==> src/logic/sigma_cpu_consts.svh <==
// sigma cpu constants
`ifndef SIGMA_CPU_CONSTS_SVH
`define SIGMA_CPU_CONSTS_SVH

// data word width
`define CPU_WORD_BITS 32

// word address width, 128K words
`define CPU_ADDR_BITS 17

// bytes per word, lane 0 is the most significant byte
`define CPU_BYTE_LANES 4

// private registers, also the aliased low address range
`define CPU_PRIVATE_REGS 16

// first word fetched after reset
`define CPU_RESET_WORD 17'h00025

// immediate field width before sign extension
`define CPU_IMM_BITS 20

`endif

==> src/logic/sigma_cpu_pkg.sv <==
// sigma cpu types
`include "sigma_cpu_consts.svh"

package sigma_cpu_pkg;

    // instruction codes kept from the full opcode map
    typedef enum logic [6:0] {
        OP_LI  = 7'h22,
        OP_BAL = 7'h6A,
        OP_LB  = 7'h72,
        OP_STB = 7'h75
    } opcode_e;

    typedef enum logic [2:0] {
        FETCH,
        PREP1,
        PREP2,
        EXEC1,
        EXEC2,
        EXEC3
    } phase_e;

    // sum bus operation
    typedef enum logic {
        PASS_D,
        ADD
    } sum_op_e;

    typedef struct packed {
        opcode_e                   opcode;
        logic [3:0]                reg_num;
        logic [2:0]                index_num;
        logic                      indirect;
        logic                      fam_b;
        logic                      fam_h;
        logic                      fam_w;
        logic [`CPU_WORD_BITS-1:0] immediate;
    } instr_t;

    typedef struct packed {
        logic    load_operand;
        logic    load_accumulator;
        logic    write_register;
        logic    test_accumulator;
        logic    store_request;
        sum_op_e sum_op;
    } dp_ctrl_t;

endpackage

==> src/logic/phase_sequencer.sv <==
// instruction phase sequencer
`timescale 1ns/1ps

module phase_sequencer (
    input  logic                    clock,
    input  logic                    reset,
    input  logic                    active,
    input  sigma_cpu_pkg::instr_t   instr,
    output sigma_cpu_pkg::phase_e   phase,
    output sigma_cpu_pkg::dp_ctrl_t ctrl,
    output logic                    load_effective,
    output logic                    restore_next
);
    import sigma_cpu_pkg::*;

    phase_e phase_next;

    always_ff @(posedge clock or posedge reset) begin
        if (reset) begin
            phase <= FETCH;
        end else if (active) begin
            phase <= phase_next;
        end
    end

    always_comb begin
        ctrl           = '0;
        ctrl.sum_op    = PASS_D;
        load_effective = 1'b0;
        restore_next   = 1'b0;
        phase_next     = FETCH;
        case (phase)
            // decoder is transparent here, so the indirect bit is already visible
            FETCH: phase_next = instr.indirect ? PREP1 : PREP2;
            PREP1: phase_next = PREP2;
            PREP2: begin
                ctrl.load_accumulator = 1'b1;
                ctrl.load_operand     = 1'b1;
                load_effective        = 1'b1;
                phase_next            = EXEC1;
            end
            EXEC1: begin
                case (instr.opcode)
                    OP_LI: begin
                        ctrl.write_register = 1'b1;
                        restore_next        = 1'b1;
                        phase_next          = EXEC2;
                    end
                    OP_LB: begin
                        ctrl.load_operand = 1'b1;
                        phase_next        = EXEC2;
                    end
                    OP_STB: begin
                        // operand is zero for STB, so the sum bus carries the accumulator
                        ctrl.sum_op        = ADD;
                        ctrl.store_request = 1'b1;
                        phase_next         = EXEC2;
                    end
                    // target already in the counter from PREP2
                    OP_BAL: ctrl.write_register = 1'b1;
                    default: restore_next = 1'b1;
                endcase
            end
            EXEC2: begin
                case (instr.opcode)
                    OP_LI: ctrl.test_accumulator = 1'b1;
                    OP_LB: begin
                        ctrl.write_register = 1'b1;
                        restore_next        = 1'b1;
                        phase_next          = EXEC3;
                    end
                    OP_STB: begin
                        restore_next = 1'b1;
                        phase_next   = EXEC3;
                    end
                    default: phase_next = FETCH;
                endcase
            end
            EXEC3: ctrl.test_accumulator = (instr.opcode == OP_LB);
            default: phase_next = FETCH;
        endcase
    end

endmodule

==> src/logic/instruction_decoder.sv <==
// instruction register and field decode
`timescale 1ns/1ps
`include "sigma_cpu_consts.svh"

module instruction_decoder (
    input  logic                      clock,
    input  logic                      reset,
    input  logic                      active,
    input  sigma_cpu_pkg::phase_e     phase,
    input  logic [`CPU_WORD_BITS-1:0] fetch_word,
    output sigma_cpu_pkg::instr_t     instr
);
    import sigma_cpu_pkg::*;

    localparam int W   = `CPU_WORD_BITS;
    localparam int IMM = `CPU_IMM_BITS;

    logic [W-1:0] ir;
    logic [W-1:0] word;
    logic [6:0]   op;
    logic         is_imm;

    always_ff @(posedge clock or posedge reset) begin
        if (reset) begin
            ir <= '0;
        end else if (active && phase == FETCH) begin
            ir <= fetch_word;
        end
    end

    always_comb begin
        // fields come straight from memory during FETCH
        word            = (phase == FETCH) ? fetch_word : ir;
        op              = word[30:24];
        // immediate class has opcode bits 3 to 5 clear
        is_imm          = (word[28:26] == 3'b000);
        instr.opcode    = opcode_e'(op);
        instr.reg_num   = word[23:20];
        instr.index_num = word[19:17];
        instr.indirect  = word[31] & ~is_imm;
        instr.fam_b     = op[6] & op[5] & op[4];
        instr.fam_h     = op[6] & ~op[5] & op[4];
        instr.fam_w     = (~op[6] & op[5] & op[4]) | (~op[4] & ~op[3] & op[2]) |
                          (op[6] & ~op[4] & op[3]) | (op[5] & ~op[4] & op[3]);
        instr.immediate = is_imm ? {{(W - IMM){word[IMM-1]}}, word[IMM-1:0]} : '0;
    end

endmodule

==> src/logic/address_unit.sv <==
// program counter and effective address
`timescale 1ns/1ps
`include "sigma_cpu_consts.svh"

module address_unit (
    input  logic                      clock,
    input  logic                      reset,
    input  logic                      active,
    input  sigma_cpu_pkg::phase_e     phase,
    input  sigma_cpu_pkg::instr_t     instr,
    input  logic [`CPU_WORD_BITS-1:0] index_value,
    input  logic [`CPU_WORD_BITS-1:0] indirect_word,
    input  logic                      load_effective,
    input  logic                      restore_next,
    output logic [1:0]                byte_select,
    output logic [`CPU_ADDR_BITS-1:0] return_address,
    output logic [`CPU_ADDR_BITS-1:0] memory_address
);
    import sigma_cpu_pkg::*;

    localparam int AW = `CPU_ADDR_BITS;
    localparam int PW = AW + 2;

    // byte-resolution counter
    logic [PW-1:0] pc;
    logic [AW-1:0] operand;
    logic [PW-1:0] index_offset;
    logic [PW-1:0] effective;

    // index scaled to bytes by address family
    always_comb begin
        if (instr.fam_b) begin
            index_offset = index_value[PW-1:0];
        end else if (instr.fam_h) begin
            index_offset = {index_value[PW-2:0], 1'b0};
        end else if (instr.fam_w) begin
            index_offset = {index_value[PW-3:0], 2'b00};
        end else begin
            index_offset = '0;
        end
        effective = {operand, 2'b00} + index_offset;
    end

    assign memory_address = (phase == PREP1) ? operand : pc[PW-1:2];
    assign byte_select    = pc[1:0];

    always_ff @(posedge clock or posedge reset) begin
        if (reset) begin
            pc             <= {`CPU_RESET_WORD, 2'b00};
            operand        <= '0;
            return_address <= '0;
        end else if (active) begin
            if (phase == FETCH || phase == PREP1) begin
                // address field of the instruction, then of the indirect word
                operand <= indirect_word[AW-1:0];
            end
            if (phase == FETCH) begin
                pc <= pc + PW'(4);
            end else if (load_effective) begin
                return_address <= pc[PW-1:2];
                pc             <= effective;
            end else if (restore_next) begin
                pc <= {return_address, 2'b00};
            end
        end
    end

endmodule

==> src/logic/register_file.sv <==
// private register file
`timescale 1ns/1ps
`include "sigma_cpu_consts.svh"

module register_file (
    input  logic                      clock,
    input  logic                      reset,
    input  logic                      active,
    input  logic [3:0]                reg_num,
    input  logic [2:0]                index_num,
    input  logic                      write_register,
    input  logic [`CPU_WORD_BITS-1:0] write_data,
    input  logic [`CPU_ADDR_BITS-1:0] memory_address,
    input  logic [`CPU_WORD_BITS-1:0] memory_data_in,
    output logic [`CPU_WORD_BITS-1:0] reg_data,
    output logic [`CPU_WORD_BITS-1:0] index_value,
    output logic [`CPU_WORD_BITS-1:0] fetch_word
);
    localparam int RB = $clog2(`CPU_PRIVATE_REGS);

    logic [`CPU_WORD_BITS-1:0] regs [`CPU_PRIVATE_REGS];
    logic                      private_hit;

    // low word addresses read the registers instead of memory
    assign private_hit = (memory_address < `CPU_ADDR_BITS'(`CPU_PRIVATE_REGS));
    assign fetch_word  = private_hit ? regs[memory_address[RB-1:0]] : memory_data_in;
    assign reg_data    = regs[reg_num];
    // index register 0 means no index
    assign index_value = (index_num == 3'd0) ? '0 : regs[{1'b0, index_num}];

    always_ff @(posedge clock or posedge reset) begin
        if (reset) begin
            for (int i = 0; i < `CPU_PRIVATE_REGS; i++) begin
                regs[i] <= '0;
            end
        end else if (active && write_register) begin
            regs[reg_num] <= write_data;
        end
    end

endmodule

==> src/logic/datapath.sv <==
// accumulator, operand and sum bus
`timescale 1ns/1ps
`include "sigma_cpu_consts.svh"

module datapath (
    input  logic                      clock,
    input  logic                      reset,
    input  logic                      active,
    input  sigma_cpu_pkg::dp_ctrl_t   ctrl,
    input  sigma_cpu_pkg::instr_t     instr,
    input  logic [`CPU_WORD_BITS-1:0] reg_data,
    input  logic [`CPU_WORD_BITS-1:0] fetch_word,
    input  logic [`CPU_ADDR_BITS-1:0] return_address,
    input  logic [1:0]                byte_select,
    output logic [`CPU_WORD_BITS-1:0] write_data,
    output logic [1:4]                cc
);
    import sigma_cpu_pkg::*;

    localparam int W = `CPU_WORD_BITS;

    logic [W-1:0] accumulator;
    logic [W-1:0] operand;
    logic [W-1:0] operand_in;
    logic [W-1:0] d_bus;
    logic [W-1:0] sum_bus;
    logic [7:0]   mem_byte;

    always_comb begin
        // lane 0 sits in the top byte
        mem_byte   = fetch_word[(W - 8) - 8 * byte_select +: 8];
        operand_in = (instr.opcode == OP_LB) ? {{(W - 8){1'b0}}, mem_byte} : instr.immediate;
        // BAL links the next instruction address
        d_bus      = (instr.opcode == OP_BAL) ?
                     {{(W - `CPU_ADDR_BITS){1'b0}}, return_address} : operand;
        sum_bus    = (ctrl.sum_op == ADD) ? accumulator + d_bus : d_bus;
    end

    assign write_data = sum_bus;

    always_ff @(posedge clock) begin
        if (active) begin
            if (ctrl.load_operand) begin
                operand <= operand_in;
            end
            // accumulator mirrors the named register
            if (ctrl.load_accumulator) begin
                accumulator <= reg_data;
            end else if (ctrl.write_register) begin
                accumulator <= sum_bus;
            end
        end
    end

    always_ff @(posedge clock or posedge reset) begin
        if (reset) begin
            cc <= '0;
        end else if (active && ctrl.test_accumulator) begin
            cc <= {2'b00, ~accumulator[W-1] & (accumulator != '0), accumulator[W-1]};
        end
    end

endmodule

==> src/logic/store_unit.sv <==
// byte store lane placement
`timescale 1ns/1ps
`include "sigma_cpu_consts.svh"

module store_unit (
    input  logic                       clock,
    input  logic                       reset,
    input  logic                       active,
    input  logic                       store_request,
    input  logic [1:0]                 byte_select,
    input  logic [7:0]                 store_byte,
    output logic [`CPU_WORD_BITS-1:0]  memory_data_out,
    output logic [`CPU_BYTE_LANES-1:0] wr_enables
);
    localparam int W     = `CPU_WORD_BITS;
    localparam int LANES = `CPU_BYTE_LANES;

    logic [LANES-1:0] lane_onehot;
    logic [W-1:0]     lane_data;
    logic [LANES-1:0] lane_q;
    logic [W-1:0]     data_q;

    // enable bit 3 and the top byte are lane 0
    assign lane_onehot = {1'b1, {(LANES - 1){1'b0}}} >> byte_select;
    assign lane_data   = {store_byte, {(W - 8){1'b0}}} >> {byte_select, 3'b000};

    always_ff @(posedge clock or posedge reset) begin
        if (reset) begin
            lane_q <= '0;
            data_q <= '0;
        end else if (active) begin
            lane_q <= store_request ? lane_onehot : '0;
            data_q <= store_request ? lane_data : '0;
        end
    end

    // pending write waits out a stall
    assign wr_enables      = active ? lane_q : '0;
    assign memory_data_out = active ? data_q : '0;

endmodule

==> src/logic/sigma_cpu.sv <==
// sigma cpu core
`timescale 1ns/1ps
`include "sigma_cpu_consts.svh"

module sigma_cpu (
    input  logic                       clock,
    input  logic                       reset,
    input  logic                       active,
    input  logic [`CPU_WORD_BITS-1:0]  memory_data_in,
    output logic [`CPU_ADDR_BITS-1:0]  memory_address,
    output logic [`CPU_WORD_BITS-1:0]  memory_data_out,
    output logic [`CPU_BYTE_LANES-1:0] wr_enables,
    output logic [1:4]                 cc
);
    import sigma_cpu_pkg::*;

    phase_e                    phase;
    instr_t                    instr;
    dp_ctrl_t                  ctrl;
    logic                      load_effective;
    logic                      restore_next;
    logic [1:0]                byte_select;
    logic [`CPU_ADDR_BITS-1:0] return_address;
    logic [`CPU_WORD_BITS-1:0] reg_data;
    logic [`CPU_WORD_BITS-1:0] index_value;
    logic [`CPU_WORD_BITS-1:0] fetch_word;
    logic [`CPU_WORD_BITS-1:0] write_data;

    phase_sequencer i_sequencer (
        .clock, .reset, .active, .instr, .phase, .ctrl, .load_effective, .restore_next
    );

    instruction_decoder i_decoder (
        .clock, .reset, .active, .phase, .fetch_word, .instr
    );

    // fetch_word carries the indirect word while in PREP1
    address_unit i_address (
        .clock, .reset, .active, .phase, .instr, .index_value,
        .indirect_word(fetch_word), .load_effective, .restore_next,
        .byte_select, .return_address, .memory_address
    );

    register_file i_registers (
        .clock, .reset, .active,
        .reg_num(instr.reg_num), .index_num(instr.index_num),
        .write_register(ctrl.write_register), .write_data,
        .memory_address, .memory_data_in, .reg_data, .index_value, .fetch_word
    );

    datapath i_datapath (
        .clock, .reset, .active, .ctrl, .instr, .reg_data, .fetch_word,
        .return_address, .byte_select, .write_data, .cc
    );

    // STB sends the low byte of the sum bus
    store_unit i_store (
        .clock, .reset, .active, .store_request(ctrl.store_request), .byte_select,
        .store_byte(write_data[7:0]), .memory_data_out, .wr_enables
    );

endmodule

==> config.mk <==
export PLATFORM = sky130hd
export DESIGN_NAME = sigma_cpu
export DESIGN_NICKNAME = d
export VERILOG_FILES = /design/src/logic/sigma_cpu_pkg.sv /design/src/logic/phase_sequencer.sv /design/src/logic/instruction_decoder.sv /design/src/logic/address_unit.sv /design/src/logic/register_file.sv /design/src/logic/datapath.sv /design/src/logic/store_unit.sv /design/src/logic/sigma_cpu.sv
export VERILOG_INCLUDE_DIRS = /design/src /design/src/logic
export SDC_FILE = /design/constraint.sdc
export NUM_CORES = 2
export LEC_CHECK = 0
export BUFFER_PORTS_ARGS = -buffer_cell sky130_fd_sc_hd__buf_2
export CAP_MARGIN = 30
export CORE_MARGIN = 4
export CORE_UTILIZATION = 60
export CTS_CLUSTER_DIAMETER = 60
export CTS_CLUSTER_SIZE = 28
export DETAILED_ROUTE_END_ITERATION = 8
export PLACE_DENSITY = 0.75
export SYNTH_ARGS = -nofsm -noshare
export SYNTH_HDL_FRONTEND = slang
export SYNTH_HIERARCHICAL = 1
export SYNTH_SLANG_ARGS = --single-unit
export TNS_END_PERCENT = 5
==> constraint.sdc <==
create_clock -name clock -period 46.7 [get_ports clock]
set_clock_uncertainty 0.15 [all_clocks]
set_input_delay 4.67 -clock clock [delete_from_list [all_inputs] [get_ports clock]]
set_output_delay 4.67 -clock clock [all_outputs]
set_load 0.05 [all_outputs]
==> metrics.cfg <==
[sta]
relSlewSlack_pct = 17.8
period_share_pct = 23.8
max_freq_mhz = 90.1
period_minus_slack_ns = 11.09
final.setup.tns_ns = 0
setup-violations-final = 0
final_max_slew_viol_count = 0
rsz0062_at_grt = no
hold_violations = 0
tightest_slew_ns = 1.23

[global_routing]
grtUsageTotal_pct = 34.6
grt-ovfl-total = 0
grt_pass1_vias = 29800
grt_antenna_before_repair = 3
grt_max_degree = 173
grt_pass1_wl_um = 192000

[clock_tree]
cts_resized = 0
cts_setup_buffers = 0
cts_root_buf = clkbuf_16
clk_latency_ns = 0.64
cts_tree = built
ctsHoldBuffers = 0
clockBufferDepth = 3
htreeDepth = 2
cts_buffers = 53
clock_sinks = 702
clk_pin_slew_worst_paths_ns = 0.08

[die]
die_h_um = 270
start_util_pct = 60.9
io_pins = 92
dieArea_um2 = 73100
core_area_um2 = 67800
rows = 95
die_x_um = 270

[layout]
fin_util_pct = 65.5
nNetsFinal = 3262
synthToLayoutAreaGrowth_pct = 7.47
drive_above_1_share_pct = 39.5

[yosys]
yosysWarningCount = 6
avgSynthCellArea_um2 = 12.8
synth_area_um2 = 41300
synthCells = 3229

[route]
drc = 0
drtAntennaViolNets = 0
first_pass_iters = 6
drt-total-wl_um = 127000
vias_per_cell = 7.20
drtIter0Drc = 3254
wl_per_cell_um = 31.0
vias = 29500

[worst_setup_path]
r2r_cells = 24
rrSetupSlack_ns = 37.24
critPathArrivalTime_ns = 6.27
cp.required_ns = 41.88
cp_common_cell = buf_2
start_kind = input port
end_kind = output pin
crit_chain = buf_2, buf_4, and2_1, buf_2
max_stage_delay_ns = 0.62
critical_path_class = input port to output pin
worst_path_max_delay_cell = buf_4
r2r-start = i_sequencer/phase[0]
reg2reg_to = i_address/pc[18]
cp_max_fo = 63

[placed_design]
routabilityCongestion = 0.938
detailed_place_hpwl_um = 80700
io_buffers = 89

[pwr]
p_switching_w = 0.00112
power_frac_seq_pct = 31.2
p_per_area_nw_per_um2 = 56.7
swShare_pct = 44.3
power.share.clock_pct = 20.3
p_leak_nw = 19.8
ir_worst_vdd_uv = 51.2
p_comb_share_pct = 48.5
intPower_w = 0.00140

[status]
outcome = completed

[job]
cap_violations = 0

[min_path]
holdPathEnd = i_datapath/cc[3]
hold_class = flop to flop
hold_depth = 2
min_from = i_datapath/cc[3]

[registers in the layout, summed over array words and instances, names as in the netlist]
register                  cells
i_address/operand            17
i_address/pc                 19
i_address/return_address     17
i_datapath/accumulator       32
i_datapath/cc                 2
i_datapath/operand           32
i_decoder/ir                 32
i_registers/regs            512
i_sequencer/phase             3
i_store/data_q               32
i_store/lane_q                4
[worst max path at each step]
stage / start / end / slack (ns) / cells past startpoint
after floorplan: reset / i_registers/regs[0] / 27.58 / 1
after global placement: active / memory_data_out[1] / 35.72 / 4
after detailed placement: active / wr_enables[1] / 35.63 / 4
after CTS: active / wr_enables[1] / 35.63 / 4
after global routing: active / wr_enables[1] / 35.45 / 4
final: active / wr_enables[1] / 35.61 / 4
[power by group through the flow]
stage                     clock (W)  sequential, W  combinational (W)
after floorplan                   0       0.000758           0.000907
after global placement            0       0.000790            0.00117
after detailed placement          0       0.000794            0.00120
after CTS                  0.000517       0.000782            0.00120
after global routing       0.000542       0.000793            0.00130
final                      0.000510       0.000786            0.00122
[worst max-delay path, delay by kind of cell]
family | cells | cell delay [ns]
buffers and inverters | 3 | 1.35
AND/OR/NAND/NOR | 1 | 0.23
[cell type report]
class,count,area (µm²)
Fill cell,4884,23400
Clock buffer,56,1360
Sequential cell,702,17900
Timing Repair Buffer,186,1200
Tap cell,873,1090
Antenna cell,2,5.00
Inverter,91,349
Clock inverter,43,589
Multi-Input combinational cell,2141,21900
[cells in the final DEF (no fill, tap or decap), types with 12 or more instances in the layout]
cell type,instances
nand2_1,257
a221oi_1,51
a22oi_1,18
dfrtp_1,635
xor2_1,13
a21oi_1,120
o21ai_0,70
nand2b_1,17
inv_1,89
nor3_1,17
nor2b_1,38
and2_1,49
o22ai_1,69
nand4_1,17
xnor2_1,23
edfxtp_1,64
mux2i_1,44
nor2_1,90
ha_1,50
a21o_1,23
mux4_2,315
mux2_2,607
buf_2,91
buf_4,92
mux2_1,38
clkbuf_16,53
nor4_1,12
nand3_1,26
[per-stage QoR]
stage	setup WS (ns)	cell area [µm²]	hold slack, ns	total power (W)	std cells
finish	35.61	44400	0.342	0.00252	4094
detailed placement	35.63	42400	0.325	0.00199	3989
global placement	35.72	42300	0.310	0.00196	3981
floorplan	27.58	41300	0.300	0.00167	3230
global route	35.45	44400	0.361	0.00263	4092
CTS	35.63	44300	0.342	0.00250	4088
[metal layers]
layer / GRT usage [%] / vias up / wire length [µm]
li1: - / 12100 / -
met1: 46.8 / 15200 / 48300
met2: 52.0 / 1735 / 56700
met3: 10.1 / 443 / 14400
met4: 16.6 / 0 / 7550
met5: 0 / - / 0
Power figures use the tool's default switching activity.
